$ cat config.mk
export PLATFORM = sky130hd
export DESIGN_NAME = efuse_red_top
export DESIGN_NICKNAME = d
export VERILOG_FILES = /design/src/rtl/efuse_pkg.sv /design/src/rtl/efuse_regs.sv /design/src/rtl/efuse_seq.sv /design/src/rtl/scdata_fuse_hdr.sv /design/src/rtl/red_fuse_bank.sv /design/src/rtl/efuse_red_top.sv
export VERILOG_INCLUDE_DIRS = /design/src /design/src/rtl
export SDC_FILE = /design/constraint.sdc
export NUM_CORES = 1
export LEC_CHECK = 0
export ABC_AREA = 1
export BUFFER_PORTS_ARGS = -buffer_cell sky130_fd_sc_hd__buf_2
export CORE_MARGIN = 2
export CORE_UTILIZATION = 65
export DETAILED_ROUTE_END_ITERATION = 10
export PLACE_DENSITY_LB_ADDON = 0.1
export SYNTH_ARGS = -nofsm -noshare
export SYNTH_HDL_FRONTEND = slang
export SYNTH_SLANG_ARGS = --single-unit
$ cat constraint.sdc
create_clock -name rclk -period 5.18 [get_ports rclk]
set_input_delay 0.777 -clock rclk [delete_from_list [all_inputs] [get_ports rclk]]
set_output_delay 0.777 -clock rclk [all_outputs]
set_load 0.05 [all_outputs]
$ cat src/rtl/efuse_macros.svh
// Fuse repair path constants
// Repair word widths, APB register map and serial link latency
`ifndef EFUSE_MACROS_SVH
`define EFUSE_MACROS_SVH

// Repair word and serial address
`define FUSE_W       16
`define FUSE_ADDR_W  6

// Bank geometry, ids 6 and 7 are not backed by a register
`define FUSE_NSUB    4
`define FUSE_NRID    6

// Dshift out to read bit back, and idle tail before done
`define FUSE_RD_LAT  4
`define FUSE_DRAIN   `FUSE_RD_LAT

// APB register offsets
`define REG_CTRL     8'h00
`define REG_ADDR     8'h04
`define REG_WDATA    8'h08
`define REG_RDATA    8'h0C
`define REG_STATUS   8'h10

`endif

$ cat src/rtl/efuse_pkg.sv
// Fuse repair path types
// Command, response, serial link and bank enable bundles
`default_nettype none

`include "efuse_macros.svh"

package efuse_pkg;

   // Serial address, first field is shifted out first
   typedef struct packed {
      logic [1:0] subbank;
      logic [2:0] rid;
      logic       wren;
   } fuse_addr_t;

   // Register block to sequencer
   typedef struct packed {
      fuse_addr_t         addr;
      logic [`FUSE_W-1:0] wdata;
   } fuse_cmd_t;

   // Sequencer back to register block
   typedef struct packed {
      logic               busy;
      logic               done;
      logic [`FUSE_W-1:0] rdata;
   } fuse_rsp_t;

   // Serial link into the data-side header
   typedef struct packed {
      logic ashift;
      logic dshift;
      logic data;
   } fuse_link_t;

   // Per-register strobes into the redundancy bank
   typedef struct packed {
      logic [`FUSE_NSUB-1:0][`FUSE_NRID-1:0] wren;
      logic [`FUSE_NSUB-1:0][`FUSE_NRID-1:0] rdshift;
      logic                                  data;
   } fuse_en_t;

endpackage

`default_nettype wire

$ cat src/rtl/efuse_regs.sv
// Fuse controller APB registers
// Holds address, write word and op, launches the sequencer and refuses bad writes
`timescale 1ns/1ns
`default_nettype none

`include "efuse_macros.svh"

module efuse_regs (
   input  wire                  rclk,
   input  wire                  rst,
   input  wire                  psel,
   input  wire                  penable,
   input  wire                  pwrite,
   input  wire [7:0]            paddr,
   input  wire [31:0]           pwdata,
   output logic [31:0]          prdata,
   output logic                 pready,
   output logic                 pslverr,
   output logic                 start,
   output efuse_pkg::fuse_cmd_t cmd,
   input  wire efuse_pkg::fuse_rsp_t rsp
);

   logic               acc;
   logic               wr_acc;
   logic               hit_ctrl;
   logic               hit_addr;
   logic               hit_wdata;
   logic               hit_rdata;
   logic               hit_status;
   logic               mapped;
   logic               busy_now;
   logic               wr_bad;
   logic               wr_ok;
   logic               go;
   logic [1:0]         sub_q;
   logic [2:0]         rid_q;
   logic               op_q;
   logic [`FUSE_W-1:0] wdata_q;

   // -------------------------------------------------------------------------
   // Access decode
   // -------------------------------------------------------------------------
   assign acc        = psel & penable;
   assign wr_acc     = acc & pwrite;
   assign hit_ctrl   = (paddr == `REG_CTRL);
   assign hit_addr   = (paddr == `REG_ADDR);
   assign hit_wdata  = (paddr == `REG_WDATA);
   assign hit_rdata  = (paddr == `REG_RDATA);
   assign hit_status = (paddr == `REG_STATUS);
   assign mapped     = hit_ctrl | hit_addr | hit_wdata | hit_rdata | hit_status;

   // Start pulse counts as busy until the sequencer catches up
   assign busy_now = rsp.busy | start;

   // Read-only targets, bad id, or start during an operation
   assign wr_bad = hit_rdata | hit_status
                 | (hit_addr & (pwdata[2:0] >= `FUSE_NRID))
                 | (hit_ctrl & pwdata[0] & busy_now);

   assign pready  = 1'b1;
   assign pslverr = acc & (~mapped | (pwrite & wr_bad));
   assign wr_ok   = wr_acc & ~pslverr;
   assign go      = wr_ok & hit_ctrl & pwdata[0];

   // -------------------------------------------------------------------------
   // Software visible registers
   // -------------------------------------------------------------------------
   always_ff @(posedge rclk) begin
      if (rst) begin
         start   <= 1'b0;
         op_q    <= 1'b0;
         sub_q   <= '0;
         rid_q   <= '0;
         wdata_q <= '0;
      end else begin
         start <= go;
         if (wr_ok & hit_ctrl) begin
            op_q <= pwdata[1];
         end
         if (wr_ok & hit_addr) begin
            sub_q <= pwdata[4:3];
            rid_q <= pwdata[2:0];
         end
         if (wr_ok & hit_wdata) begin
            wdata_q <= pwdata[`FUSE_W-1:0];
         end
      end
   end

   // Snapshot at launch so the sequencer sees a stable command
   always_ff @(posedge rclk) begin
      if (go) begin
         cmd.addr.subbank <= sub_q;
         cmd.addr.rid     <= rid_q;
         cmd.addr.wren    <= pwdata[1];
         cmd.wdata        <= wdata_q;
      end
   end

   // Read mux
   always_comb begin
      prdata = '0;
      if (hit_ctrl) begin
         prdata = {30'd0, op_q, 1'b0};
      end else if (hit_addr) begin
         prdata = {27'd0, sub_q, rid_q};
      end else if (hit_wdata) begin
         prdata = {{(32-`FUSE_W){1'b0}}, wdata_q};
      end else if (hit_rdata) begin
         prdata = {{(32-`FUSE_W){1'b0}}, rsp.rdata};
      end else if (hit_status) begin
         prdata = {30'd0, rsp.done, busy_now};
      end
   end

endmodule

`default_nettype wire

$ cat src/rtl/efuse_seq.sv
// Serial fuse sequencer
// Shifts the address out, then shifts write data or collects read bits
`timescale 1ns/1ns
`default_nettype none

`include "efuse_macros.svh"

module efuse_seq (
   input  wire                   rclk,
   input  wire                   rst,
   input  wire                   start,
   input  wire efuse_pkg::fuse_cmd_t cmd,
   output efuse_pkg::fuse_rsp_t  rsp,
   output efuse_pkg::fuse_link_t link,
   input  wire                   scdata_efc_fuse_data
);

   typedef enum logic [1:0] {
      ST_IDLE,
      ST_ADDR,
      ST_DATA,
      ST_DRAIN
   } state_t;

   state_t                          state;
   logic [4:0]                      cnt;
   logic                            last;
   logic [`FUSE_ADDR_W+`FUSE_W-1:0] sr;
   logic [`FUSE_RD_LAT-1:0]         dshift_dly;
   logic                            done_q;
   logic [`FUSE_W-1:0]              rdata_q;

   // Write word goes out LSB first behind an MSB-first address
   function automatic logic [`FUSE_W-1:0] bit_rev(input logic [`FUSE_W-1:0] v);
      logic [`FUSE_W-1:0] r;
      for (int i = 0; i < `FUSE_W; i++) begin
         r[i] = v[`FUSE_W-1-i];
      end
      return r;
   endfunction

   // -------------------------------------------------------------------------
   // Phase control
   // -------------------------------------------------------------------------
   always_comb begin
      case (state)
         ST_ADDR:  last = (cnt == 5'(`FUSE_ADDR_W - 1));
         ST_DATA:  last = (cnt == 5'(`FUSE_W - 1));
         ST_DRAIN: last = (cnt == 5'(`FUSE_DRAIN - 1));
         default:  last = 1'b0;
      endcase
   end

   // A new start always restarts from the address phase
   always_ff @(posedge rclk) begin
      if (rst) begin
         state  <= ST_IDLE;
         cnt    <= '0;
         done_q <= 1'b0;
      end else if (start) begin
         state  <= ST_ADDR;
         cnt    <= '0;
         done_q <= 1'b0;
      end else if (state != ST_IDLE) begin
         cnt <= last ? 5'd0 : cnt + 5'd1;
         if (last) begin
            case (state)
               ST_ADDR: state <= ST_DATA;
               ST_DATA: state <= ST_DRAIN;
               default: begin
                  state  <= ST_IDLE;
                  done_q <= 1'b1;
               end
            endcase
         end
      end
   end

   // Serializer, top bit is on the link
   always_ff @(posedge rclk) begin
      if (start) begin
         sr <= {cmd.addr, bit_rev(cmd.wdata)};
      end else if (state == ST_ADDR || state == ST_DATA) begin
         sr <= {sr[`FUSE_ADDR_W+`FUSE_W-2:0], 1'b0};
      end
   end

   // -------------------------------------------------------------------------
   // Read return
   // -------------------------------------------------------------------------
   // Dshift echo lines up with the bit coming back from the header
   always_ff @(posedge rclk) begin
      if (rst) begin
         dshift_dly <= '0;
         rdata_q    <= '0;
      end else begin
         dshift_dly <= {dshift_dly[`FUSE_RD_LAT-2:0], link.dshift};
         if (dshift_dly[`FUSE_RD_LAT-1] & ~cmd.addr.wren) begin
            rdata_q <= {scdata_efc_fuse_data, rdata_q[`FUSE_W-1:1]};
         end
      end
   end

   always_comb begin
      link.ashift = (state == ST_ADDR);
      link.dshift = (state == ST_DATA);
      link.data   = sr[`FUSE_ADDR_W+`FUSE_W-1] & (link.ashift | link.dshift);
   end

   always_comb begin
      rsp.busy  = (state != ST_IDLE);
      rsp.done  = done_q;
      rsp.rdata = rdata_q;
   end

endmodule

`default_nettype wire

$ cat src/rtl/scdata_fuse_hdr.sv
// Data-side fuse header
// Collects the serial address, decodes per-register strobes and stages data
`timescale 1ns/1ns
`default_nettype none

`include "efuse_macros.svh"

module scdata_fuse_hdr (
   input  wire                  rclk,
   input  wire                  rst,
   input  wire efuse_pkg::fuse_link_t link,
   output efuse_pkg::fuse_en_t  en,
   input  wire                  red_fuse_data,
   output logic                 scdata_efc_fuse_data
);

   efuse_pkg::fuse_addr_t                 addr_sr;
   logic                                  dshift_d1;
   logic                                  wr_go;
   logic                                  rd_go;
   logic [`FUSE_NSUB-1:0][`FUSE_NRID-1:0] sel;
   logic [`FUSE_NSUB-1:0][`FUSE_NRID-1:0] wren_q;
   logic [`FUSE_NSUB-1:0][`FUSE_NRID-1:0] rdshift_q;
   logic                                  data_in_d1;
   logic                                  data_in_d2;
   logic                                  data_out_d1;

   // -------------------------------------------------------------------------
   // Address capture
   // -------------------------------------------------------------------------
   // Subbank arrives first and ends up in the top bits
   always_ff @(posedge rclk) begin
      if (rst) begin
         addr_sr <= '0;
      end else if (link.ashift) begin
         addr_sr <= {addr_sr[`FUSE_ADDR_W-2:0], link.data};
      end
   end

   // -------------------------------------------------------------------------
   // Subbank and id decode
   // -------------------------------------------------------------------------
   // Ids 6 and 7 match nothing
   always_comb begin
      for (int s = 0; s < `FUSE_NSUB; s++) begin
         for (int r = 0; r < `FUSE_NRID; r++) begin
            sel[s][r] = (addr_sr.subbank == 2'(s)) && (addr_sr.rid == 3'(r));
         end
      end
   end

   // First strobe stage
   always_ff @(posedge rclk) begin
      if (rst) begin
         dshift_d1 <= 1'b0;
      end else begin
         dshift_d1 <= link.dshift;
      end
   end

   assign wr_go = dshift_d1 & addr_sr.wren;
   assign rd_go = dshift_d1 & ~addr_sr.wren;

   // Second strobe stage, one line per register
   always_ff @(posedge rclk) begin
      if (rst) begin
         wren_q    <= '0;
         rdshift_q <= '0;
      end else begin
         wren_q    <= wr_go ? sel : '0;
         rdshift_q <= rd_go ? sel : '0;
      end
   end

   // -------------------------------------------------------------------------
   // Data staging
   // -------------------------------------------------------------------------
   // Two stages in and two stages out
   always_ff @(posedge rclk) begin
      data_in_d1           <= link.data;
      data_in_d2           <= data_in_d1;
      data_out_d1          <= red_fuse_data;
      scdata_efc_fuse_data <= data_out_d1;
   end

   always_comb begin
      en.wren    = wren_q;
      en.rdshift = rdshift_q;
      en.data    = data_in_d2;
   end

endmodule

`default_nettype wire

$ cat src/rtl/red_fuse_bank.sv
// Redundancy register bank
// Four subbanks of six repair words with serial write and rotating read
`timescale 1ns/1ns
`default_nettype none

`include "efuse_macros.svh"

module red_fuse_bank (
   input  wire                 rclk,
   input  wire                 rst,
   input  wire efuse_pkg::fuse_en_t en,
   output logic                red_fuse_data
);

   logic [`FUSE_NSUB-1:0][`FUSE_NRID-1:0][`FUSE_W-1:0] red_q;

   // -------------------------------------------------------------------------
   // Register array
   // -------------------------------------------------------------------------
   // Write shifts in at the MSB
   // Read rotates so a full pass leaves the word as it was
   always_ff @(posedge rclk) begin
      if (rst) begin
         red_q <= '0;
      end else begin
         for (int s = 0; s < `FUSE_NSUB; s++) begin
            for (int r = 0; r < `FUSE_NRID; r++) begin
               if (en.wren[s][r]) begin
                  red_q[s][r] <= {en.data, red_q[s][r][`FUSE_W-1:1]};
               end else if (en.rdshift[s][r]) begin
                  red_q[s][r] <= {red_q[s][r][0], red_q[s][r][`FUSE_W-1:1]};
               end
            end
         end
      end
   end

   // Output mux
   // At most one rdshift line is high, zero otherwise
   always_comb begin
      red_fuse_data = 1'b0;
      for (int s = 0; s < `FUSE_NSUB; s++) begin
         for (int r = 0; r < `FUSE_NRID; r++) begin
            red_fuse_data = red_fuse_data | (en.rdshift[s][r] & red_q[s][r][0]);
         end
      end
   end

endmodule

`default_nettype wire

$ cat src/rtl/efuse_red_top.sv
// Fuse repair path top
// APB registers, sequencer, data-side header and redundancy bank
`timescale 1ns/1ns
`default_nettype none

module efuse_red_top (
   input  wire        rclk,
   input  wire        rst,
   input  wire        psel,
   input  wire        penable,
   input  wire        pwrite,
   input  wire [7:0]  paddr,
   input  wire [31:0] pwdata,
   output wire [31:0] prdata,
   output wire        pready,
   output wire        pslverr
);

   logic                  start;
   efuse_pkg::fuse_cmd_t  cmd;
   efuse_pkg::fuse_rsp_t  rsp;
   efuse_pkg::fuse_link_t link;
   efuse_pkg::fuse_en_t   en;
   logic                  scdata_efc_fuse_data;
   logic                  red_fuse_data;

   // Bus side
   efuse_regs u_regs (
      .rclk    (rclk),
      .rst     (rst),
      .psel    (psel),
      .penable (penable),
      .pwrite  (pwrite),
      .paddr   (paddr),
      .pwdata  (pwdata),
      .prdata  (prdata),
      .pready  (pready),
      .pslverr (pslverr),
      .start   (start),
      .cmd     (cmd),
      .rsp     (rsp)
   );

   efuse_seq u_seq (
      .rclk                 (rclk),
      .rst                  (rst),
      .start                (start),
      .cmd                  (cmd),
      .rsp                  (rsp),
      .link                 (link),
      .scdata_efc_fuse_data (scdata_efc_fuse_data)
   );

   // Data array side
   scdata_fuse_hdr u_hdr (
      .rclk                 (rclk),
      .rst                  (rst),
      .link                 (link),
      .en                   (en),
      .red_fuse_data        (red_fuse_data),
      .scdata_efc_fuse_data (scdata_efc_fuse_data)
   );

   red_fuse_bank u_bank (
      .rclk          (rclk),
      .rst           (rst),
      .en            (en),
      .red_fuse_data (red_fuse_data)
   );

endmodule

`default_nettype wire

# Word level (Yosys, flattened, before mapping)
# Cells that the tools add are included.
dict set report word_totals {
  regBits 538
  input_bits 45
  out_inout_bits 34
  wordCells 280
}
dict set report op_classes {
  n_addsub 1
  order_cmp 1
  eq_ne 18
  mux 61
  n_bitwise 80
  reduce_logical 63
}
# operator count
set ops {}
lappend ops {{16-bit 2-to-1 mux} 48}
lappend ops {{32-bit 2-to-1 mux} 4}
lappend ops {{2-bit nonzero test} 28}
lappend ops {{22-bit 2-to-1 mux} 2}
lappend ops {{1-bit bitwise AND} 40}
lappend ops {{1-bit OR} 33}
lappend ops {{1-bit logical AND} 24}
lappend ops {{8-bit by 4-bit == test with 1-bit output, second input constant} 2}
lappend ops {{2-bit == test, second input constant} 4}
lappend ops {{8-bit by 3-bit == test with 1-bit output, second input constant} 1}
lappend ops {{8-bit by 5-bit == test with 1-bit output, second input constant} 1}
lappend ops {{8-bit zero test} 1}
lappend ops {{2-bit OR reduction} 4}
lappend ops {{1-bit inverter} 7}
lappend ops {{3-bit by 2-bit == test with 1-bit output, second input constant} 2}
lappend ops {{3-bit == test, second input constant} 2}
lappend ops {{5-bit by 1-bit adder with 5-bit output, second input constant} 1}
lappend ops {{5-bit by 2-bit == test with 1-bit output, second input constant} 1}
lappend ops {{5-bit by 3-bit == test with 1-bit output, second input constant} 1}
lappend ops {{5-bit by 4-bit == test with 1-bit output, second input constant} 1}
lappend ops {{5-bit 2-to-1 mux} 1}
lappend ops {{2-bit by 1-bit == test with 1-bit output, second input constant} 2}
lappend ops {{2-bit case mux with 2 select lines} 1}
lappend ops {{2-bit AND reduction} 2}
lappend ops {{other kinds (9)} 11}

# Longest topological paths before layout
# Gate-level depths: netlist of run 1.
dict set report depth {
  depth_word 24
  mapped_depth 12
  ltp_nobuf 11
}

# Modules after synthesis
# From an unflattened synthesis of run 1, not the netlist that was laid out.
dict set report hier_totals {
  cells_unflattened 2452
  hier_area_um2 19765.2
}
# module n_inst cells_each area_per_inst_um2 seq_area_each_um2
set by_module_without_submodules {}
lappend by_module_without_submodules {red_fuse_bank 1 1768 13800.7 7687.4}
lappend by_module_without_submodules {efuse_regs 1 266 2185.8 1121.1}
lappend by_module_without_submodules {efuse_seq 1 246 2088.3 1221.2}
lappend by_module_without_submodules {scdata_fuse_hdr 1 172 1690.4 1181.1}

# Least setup slack after synthesis of run 1
# Ideal clock, no wire load.
dict set report synth_path {
  kind {input-to-output}
  start {in paddr[7]}
  end {out prdata[10]}
  arrival_time_ps 2742
  required_time_ps 4403
  slack_ps 1661
  stages 6
  path_buffers 1
  cell_sequence {nor2_1 nand2_2 nor4_4 inv_1 clkbuf_1 o21ai_0}
}
dict set report synth_via {
  elab_chain_len 5
  word_cells_on_any_way 8
  cone_classes {eq/ne: 3; mux: 4; reduce/logical: 1}
}
# item line_no
set synth_rtl {}
lappend synth_rtl {{start, declared} efuse_red_top.sv:12} ;# input wire [7:0] paddr,
lappend synth_rtl {{8-bit by 4-bit == test with 1-bit output (no line)} -}
lappend synth_rtl {{32-bit 2-to-1 mux} efuse_regs.sv:110} ;# end else if (hit_rdata) begin
lappend synth_rtl {{32-bit 2-to-1 mux} efuse_regs.sv:108} ;# end else if (hit_wdata) begin
lappend synth_rtl {{32-bit 2-to-1 mux} efuse_regs.sv:106} ;# end else if (hit_addr) begin
lappend synth_rtl {{32-bit 2-to-1 mux *} efuse_regs.sv:104} ;# if (hit_ctrl) begin
lappend synth_rtl {{end, declared} efuse_red_top.sv:14} ;# output wire [31:0] prdata,
# Mark *: on every way between the ends. The rest lies on a longest branch, timed or not.

# Worst setup path after layout of run 1
dict set report layout_path {
  start {reg u_regs.start}
  end {out pslverr}
}
dict set report layout_via {
  elab_chain_len 6
}
# item line_no
set layout_rtl {}
lappend layout_rtl {{start, declared} efuse_regs.sv:19} ;# output logic start,
lappend layout_rtl {{start signal, assigned} efuse_regs.sv:77} ;# start <= go;
lappend layout_rtl {{1-bit OR} efuse_regs.sv:54} ;# assign busy_now = rsp.busy | start;
lappend layout_rtl {{1-bit bitwise AND} efuse_regs.sv:59} ;# | (hit_ctrl & pwdata[0] & busy_now);
lappend layout_rtl {{1-bit OR} efuse_regs.sv:57} ;# assign wr_bad = hit_rdata | hit_status
lappend layout_rtl {{1-bit bitwise AND} efuse_regs.sv:62} ;# assign pslverr = acc & (~mapped | (pwrite & wr_bad));
lappend layout_rtl {{1-bit OR} efuse_regs.sv:62}
lappend layout_rtl {{1-bit bitwise AND} efuse_regs.sv:62}
lappend layout_rtl {{end, declared} efuse_red_top.sv:16} ;# output wire pslverr
# No other way between the ends.

==> flow_summary.json, run 1 <==
{
  "status": "finished clean",
  "power_per_cell_area_mw_per_mm2": 380,
  "postcts_resize_cnt": 0,
  "clock-root-buffer": "sky130_fd_sc_hd__clkbuf_16",
  "detail_route.first_pass.iterations": 5,
  "hold_viol_final": 0,
  "final-setup-viol-count": 0,
  "grt_pass1_wl_um": 59200,
  "synth_area_leader": "sky130_fd_sc_hd__dfxtp_1",
  "dieWidth_um": 176,
  "synthFlopType": "sky130_fd_sc_hd__dfxtp_1",
  "place.port_buffers": 45,
  "final_nets": 2460,
  "crit_path_end_kind": "primary output",
  "n_antenna_cell": 0,
  "synthArstFlopShare_pct": 0,
  "per_cell_routed_wire_length_um": 12.1,
  "tritoncts": "yes",
  "initial_core_util_pct": 66.5,
  "die_h_um": 176,
  "rows": 62,
  "globalRoute.totalOverflow": 0,
  "launching_element_of_the_worst_setup_path": "u_regs.start",
  "clock_tree.htree_level_count": 2,
  "sequential_to_total_area_share_from_yosys_stat_pct": 58.3,
  "placer_s_final_routability_congestion_estimate": 0.828,
  "postCtsSetupBuffers": 0,
  "vdd.ir_drop.worst_uv": 362,
  "fp.dieArea_mm2": 0.0309,
  "placeableCoreArea_mm2": 0.0289,
  "areaGrowthSynthToFinish_pct": 10.3,
  "grt_usage_pct": 22.3,
  "grt_antenna_before_repair": 0,
  "max_slew.worst_pin.slew_ns": 1.17,
  "final_antenna_net_count": 0,
  "layout_setup_ws_ns": 1.89,
  "hold_path.startpoint": "u_hdr.data_out_d1",
  "finalWorstPathRequiredPeriod_ns": 3.29,
  "worst_skew_pair.late_latency_ns": 0.56,
  "avgSynthCellArea_um2": 7.94,
  "top_level_ports": 79,
  "detail_route.drc_violations": 0,
  "min_period_over_period_pct": 63.6,
  "fmax_ghz": 0.304,
  "leakage_nw": 8.44,
  "worst_setup_path_start_kind": "register",
  "cts.sinks": 537,
  "critPathMaxFanout": 25,
  "dp_hpwl_um": 20800,
  "vias": 14633,
  "layout-drive-gt1-share_pct": 5.84,
  "critical_path_required_ns": 4.40,
  "placement.setup.worst_slack_ns": 1.98,
  "drt-initial-drc-count": 1186,
  "synthesis.area_mm2": 0.0192,
  "vias_in_the_first_global_route": 13334,
  "yosys_warnings": 0,
  "clk_pin_slew_worst_paths_ns": 0.06,
  "post_cts_hold_buffer_count": 0,
  "finalMaxSlewViolations": 0,
  "post_synth_num_cell_types": 37,
  "reg2reg_slack_ns": 2.63,
  "synthesis.instances": 2418,
  "post-synth-top-area-fraction_pct": 51.4,
  "worst_r2r_startpoint": "u_regs.start",
  "slew-limit-headroom_pct": 22.0,
  "final.setup_skew_ns": 0.0131,
  "worst-endpoint-arrival_ns": 2.52,
  "cts_inserted_buffers": 52,
  "drv.max_cap_violation_count": 0,
  "flip_flop_and_latch_count_after_synthesis": 537,
  "post_drt_via_cell_ratio": 5.17,
  "synth_area_leaders": "sky130_fd_sc_hd__dfxtp_1 (51%), sky130_fd_sc_hd__nor2_1 (17%), sky130_fd_sc_hd__o21ai_0 (10%)",
  "timing_worst_setup_path_type": "reg2out",
  "wirelength_um": 34300,
  "hp-class": "reg2reg",
  "rsz0062_at_grt": "no",
  "setup_total_negative_slack_ns": 0,
  "post_synth_edffs": 44,
  "grt_max_degree": 235,
  "cts_max_path_buffers": 3
}
-- cells in the mapped netlist (2+ instances only) --
cell type	count
sky130_fd_sc_hd__nand2_2	3
sky130_fd_sc_hd__ha_1	6
sky130_fd_sc_hd__o211ai_1	26
sky130_fd_sc_hd__buf_4	18
sky130_fd_sc_hd__clkbuf_1	108
sky130_fd_sc_hd__xor2_1	4
sky130_fd_sc_hd__inv_1	102
sky130_fd_sc_hd__buf_6	2
sky130_fd_sc_hd__nand4_1	9
sky130_fd_sc_hd__edfxtp_1	44
sky130_fd_sc_hd__conb_1	2
sky130_fd_sc_hd__buf_2	2
sky130_fd_sc_hd__or2_2	2
sky130_fd_sc_hd__o21ai_0	399
sky130_fd_sc_hd__dfxtp_1	493
sky130_fd_sc_hd__nand2_1	264
sky130_fd_sc_hd__nor2_1	893
sky130_fd_sc_hd__a21oi_1	13
sky130_fd_sc_hd__nor3_1	8
sky130_fd_sc_hd__o221ai_1	3
-- layer usage --
metal  GRT usage, %  vias to the layer above  wire [um]
li1               -                     7638          -
met1           30.0                     6691      16700
met2           37.9                      258      15600
met3           3.12                       46       1440
met4           5.61                        0        530
met5              0                        -          0
-- where the power goes --
group	internal (mW)	total (mW)	switching [mW]
logic	0.0432	0.166	0.123
clock network	2.22	3.71	1.49
registers	4.18	4.18	0.00000322
total	6.44	8.05	1.61
-- through the flow --
step                instance area (um2)  std cells  power, mW  util (%)  hold WS, ns
floorplan                         19200       2433       4.41         -        0.310
global placement                  19500       2739       4.43      67.4        0.310
detailed placement                19500       2739       4.43      67.4        0.316
CTS                               21200       2833       8.12      73.4        0.329
global route                      21200       2833       8.31      73.4        0.330
finish                            21200       2833       8.05      73.4        0.327
-- state kept, by name (all words and copies together), names as in the netlist --
signal and cells:
u_bank.red_q 384, u_hdr.en 48, u_regs.cmd 22, u_seq.sr 22
u_regs.wdata_q 16, u_seq.rdata_q 16, u_hdr.addr_sr 6, u_seq.cnt 5
u_seq.dshift_dly 4, u_regs.rid_q 3, u_regs.sub_q 2, u_seq.state 2
u_hdr.data_in_d1 1, u_hdr.data_in_d2 1, u_hdr.data_out_d1 1, u_hdr.scdata_efc_fuse_data 1
u_regs.op_q 1, u_regs.start 1, u_seq.done_q 1
-- kinds of logic after synthesis --
logic type | synth area share (%)
DFF | 58.3
and+or+nand+nor | 24.0
other | 0.0391
AOI/OAI and AO/OA | 12.0
xor gates and xnor gates | 0.228
buffers and inverters | 5.02
adders and majority gates | 0.391
-- layout by cell type, fill, tap and decap left out, types with 2 or more instances in the layout --
master and n:
sky130_fd_sc_hd__buf_4 7, sky130_fd_sc_hd__dfxtp_1 493, sky130_fd_sc_hd__clkbuf_16 53, sky130_fd_sc_hd__clkinv_2 3, sky130_fd_sc_hd__nor2_1 893, sky130_fd_sc_hd__o221ai_1 3
sky130_fd_sc_hd__edfxtp_1 44, sky130_fd_sc_hd__nor3_1 8, sky130_fd_sc_hd__xor2_1 4, sky130_fd_sc_hd__nand4_1 9, sky130_fd_sc_hd__clkbuf_1 18, sky130_fd_sc_hd__ha_1 6
sky130_fd_sc_hd__o211ai_1 26, sky130_fd_sc_hd__clkbuf_8 13, sky130_fd_sc_hd__clkinv_4 2, sky130_fd_sc_hd__bufinv_16 3, sky130_fd_sc_hd__o21ai_0 399, sky130_fd_sc_hd__a21oi_1 13
sky130_fd_sc_hd__nand2_1 264, sky130_fd_sc_hd__nand2_2 3, sky130_fd_sc_hd__conb_1 17, sky130_fd_sc_hd__inv_6 2, sky130_fd_sc_hd__inv_1 102, sky130_fd_sc_hd__buf_2 45
sky130_fd_sc_hd__or2_2 2
-- worst paths after layout --
path                                end  depth (start not counted)
max                             pslverr                          8
min          u_hdr.scdata_efc_fuse_data                          0
max reg2reg               u_regs.cmd[3]                          9
min reg2reg  u_hdr.scdata_efc_fuse_data                          0
-- final cells by class --
class	count	area (um2)
fillers	2108	7690
well taps	384	480
clock inverters	10	140
clock buffers	84	1570
flip-flops and latches	537	11200
inverters	103	394
multi-input cells	1662	7090
repair buffers	53	298
-- critical path: stages (launching register included) --
cell	delay, ns
sky130_fd_sc_hd__dfxtp_1	0.31
sky130_fd_sc_hd__buf_4	0.26
sky130_fd_sc_hd__inv_1	0.41
sky130_fd_sc_hd__a21oi_1	0.27
sky130_fd_sc_hd__nand2_1	0.08
sky130_fd_sc_hd__nand3_2	0.09
sky130_fd_sc_hd__nand2_2	0.09
sky130_fd_sc_hd__a21oi_1	0.16
sky130_fd_sc_hd__buf_2	0.29
Note: power is estimated with default switching activity, not from simulation.
==> run 2: changes to the inputs <==
--- a/config.mk
+++ b/config.mk
@@ -6,10 +6,10 @@
 export SDC_FILE = /design/constraint.sdc
 export NUM_CORES = 1
 export LEC_CHECK = 0
-export ABC_AREA = 1
+export ABC_AREA = 0
 export BUFFER_PORTS_ARGS = -buffer_cell sky130_fd_sc_hd__buf_2
 export CORE_MARGIN = 2
-export CORE_UTILIZATION = 65
+export CORE_UTILIZATION = 55
 export DETAILED_ROUTE_END_ITERATION = 10
 export PLACE_DENSITY_LB_ADDON = 0.1
 export SYNTH_ARGS = -nofsm -noshare
==> constraint.sdc (replaced) <==
create_clock -name rclk -period 2.84 [get_ports rclk]
set_input_delay 0.426 -clock rclk [delete_from_list [all_inputs] [get_ports rclk]]
set_output_delay 0.426 -clock rclk [all_outputs]
set_load 0.05 [all_outputs]
==> flow_summary.json, run 2 <==
{
  "min_path_cells": 3,
  "synthFlopType": "sky130_fd_sc_hd__dfxtp_1",
  "areaGrowthSynthToFinish_pct": 10.6,
  "layout_setup_ws_ns": 0.192,
  "grtUsageMet3_pct": 3.25,
  "place.port_buffers": 45,
  "post_drt_via_cell_ratio": 5.15,
  "stdcell_count": 2720,
  "final_antenna_net_count": 0,
  "detail_route.first_pass.iterations": 6,
  "final-setup-viol-count": 0,
  "flip_flop_and_latch_count_after_synthesis": 537,
  "min_period_over_period_pct": 93.3,
  "worst-endpoint-arrival_ns": 2.22,
  "synth_area_leaders": "sky130_fd_sc_hd__dfxtp_1 (51%), sky130_fd_sc_hd__nand2_1 (15%), sky130_fd_sc_hd__a21oi_1 (11%)",
  "regMostFlops": "u_bank.red_q",
  "setup_total_negative_slack_ns": 0,
  "sequential_to_total_area_share_from_yosys_stat_pct": 58.0,
  "globalRoute.totalOverflow": 0,
  "final.setup_skew_ns": 0.0121,
  "layout-drive-gt1-share_pct": 8.57,
  "placer_s_final_routability_congestion_estimate": 0.821,
  "worst-r2r-cell-count": 7,
  "status": "finished clean",
  "met2_usage_pct": 30.4,
  "fp.dieArea_mm2": 0.0366,
  "hp-class": "in2reg",
  "worst_skew_pair.late_latency_ns": 0.57,
  "busiest_layer": "met2",
  "total_power_consumption_mw": 14.7,
  "grt_antenna_before_repair": 0,
  "detail_route.drc_violations": 0,
  "leakage_nw": 7.22,
  "critPathMaxFanout": 7,
  "avgSynthCellArea_um2": 8.55,
  "slew-limit-headroom_pct": 35.1,
  "cts_inserted_buffers": 53,
  "clock-root-buffer": "sky130_fd_sc_hd__clkbuf_16",
  "dp_hpwl_um": 20900,
  "postCtsSetupBuffers": 0,
  "wirelength_um": 34200,
  "timing.hold.worst_endpoint": "u_regs.wdata_q[14]",
  "synthMostInstantiatedCell": "sky130_fd_sc_hd__nand2_1",
  "initial_core_util_pct": 55.9,
  "num-fill-cells": 3009,
  "worst_r2r_startpoint": "u_seq.state[1]",
  "grt_usage_pct": 18.8,
  "synthTopCellsByCount": "sky130_fd_sc_hd__nand2_1 (768), sky130_fd_sc_hd__dfxtp_1 (493), sky130_fd_sc_hd__a21oi_1 (407), sky130_fd_sc_hd__nor2_1 (142), sky130_fd_sc_hd__clkbuf_1 (133)",
  "use_met1_pct": 25.8,
  "timing_worst_setup_path_type": "reg2out",
  "vias": 14009,
  "most-common-layout-cells": "sky130_fd_sc_hd__nand2_1 (768), sky130_fd_sc_hd__dfxtp_1 (493), sky130_fd_sc_hd__a21oi_1 (407)",
  "post_synth_edffs": 44,
  "power_per_cell_area_mw_per_mm2": 687,
  "synthesis.area_mm2": 0.0193,
  "largest_register_ff_count": 384,
  "grt_pass1_wl_um": 58200,
  "placement.setup.worst_slack_ns": 0.353,
  "timing.rr.end": "u_regs.cmd[8]",
  "rows": 68,
  "post_synth_num_cell_types": 44,
  "placeableCoreArea_mm2": 0.0345,
  "clk_pin_slew_worst_paths_ns": 0.06,
  "reg2reg_slack_ns": 0.62,
  "cts.sinks": 537,
  "synthArstFlopShare_pct": 0,
  "drv.max_cap_violation_count": 0,
  "fmax_ghz": 0.378,
  "drt-initial-drc-count": 880,
  "placed_cells_incl_taps": 2622,
  "n_antenna_cell": 0,
  "clock_tree.htree_level_count": 2,
  "post-synth-top-area-fraction_pct": 51.2,
  "worst_setup_path_start_kind": "register",
  "final_nets": 2273,
  "grt_max_degree": 182,
  "yosys_warnings": 0,
  "die_h_um": 191,
  "crit_path_end_kind": "primary output",
  "cts_max_path_buffers": 3,
  "final_common_cell": "sky130_fd_sc_hd__nand2_1",
  "synth_area_leader": "sky130_fd_sc_hd__dfxtp_1",
  "critical_path_required_ns": 2.41,
  "tritoncts": "yes",
  "hold_path.startpoint": "pwdata[14]",
  "finalWorstPathRequiredPeriod_ns": 2.65,
  "hold_viol_final": 0,
  "finalMaxSlewViolations": 0,
  "dieWidth_um": 191,
  "top_level_ports": 79,
  "rsz0062_at_grt": "no",
  "synthesis.instances": 2256,
  "vias_in_the_first_global_route": 12520,
  "vdd.ir_drop.worst_uv": 447,
  "max_slew.worst_pin.slew_ns": 0.970,
  "per_cell_routed_wire_length_um": 12.6
}
## run 2: timing repair
| action | 4_1_cts | 5_1_grt |
|---|---|---|
| endpoints found under the setup margin | 0 | 1 |
| gates resized for setup | 0 | 1 |
| hold buffers | 0 | 0 |
## run 2: worst max-delay path, cell delays in order (launching register included)
cell and delay (ns):
sky130_fd_sc_hd__dfxtp_1 0.44, sky130_fd_sc_hd__inv_1 0.10, sky130_fd_sc_hd__ha_1 0.27, sky130_fd_sc_hd__nor2b_1 0.19
sky130_fd_sc_hd__o2bb2ai_1 0.14, sky130_fd_sc_hd__a211oi_1 0.08, sky130_fd_sc_hd__nor3_1 0.19, sky130_fd_sc_hd__clkbuf_4 0.26
## run 2: cells by family after synthesis
logic type / synth area share, %
XOR/XNOR: 0.318
flip-flops: 58.0
AO/OA/AOI/OAI: 11.8
other: 0.0389
AND/OR/NAND/NOR: 21.6
buffers and inverters: 3.59
adder cells (fa/ha/maj): 0.389
multiplexers: 4.25
## run 2: worst max-delay path by stage
stage	from	endpoint	slack (ns)
4_1_cts	u_seq.state[1]	pslverr	0.13
2_1_floorplan	u_seq.state[1]	pslverr	0.22
5_1_grt	u_seq.state[1]	pslverr	0.01
3_5_place_dp	paddr[5]	u_regs.cmd[14]	0.35
3_3_place_gp	paddr[5]	u_regs.cmd[11]	0.38
6_report	u_seq.state[1]	pslverr	0.19
## run 2: per-stage QoR
| step | utilization [%] | cell area, um2 | hold WS, ns |
|---|---|---|---|
| 3_3_place_gp | 56.7 | 19600 | 0.312 |
| 6_report | 61.8 | 21300 | 0.118 |
| 2_1_floorplan | - | 19400 | 0.310 |
| 5_1_grt | 61.8 | 21300 | 0.105 |
| 4_1_cts | 61.8 | 21300 | 0.0879 |
| 3_5_place_dp | 56.7 | 19600 | 0.315 |
## run 2: metal layers
layer | wire (um) | part of all wire [%]
met4 | 648 | 1.9
met1 | 16500 | 48
met5 | 0 | 0
met3 | 1310 | 3.8
met2 | 15800 | 46
## run 2: area by class of cell
class,count,area (um2),area share (%)
repair buffers,56,358,1.68
clock inverters,10,109,0.510
multi-input cells,1570,7470,35.0
clock buffers,88,1620,7.60
flip-flops and latches,537,11200,52.5
well taps,455,569,2.67
inverters,4,15.0,0.0704
## run 2: power by group
part           internal (mW)  switching, mW
clock network           4.06           2.76
registers               7.62      0.0000837
logic                 0.0430          0.175
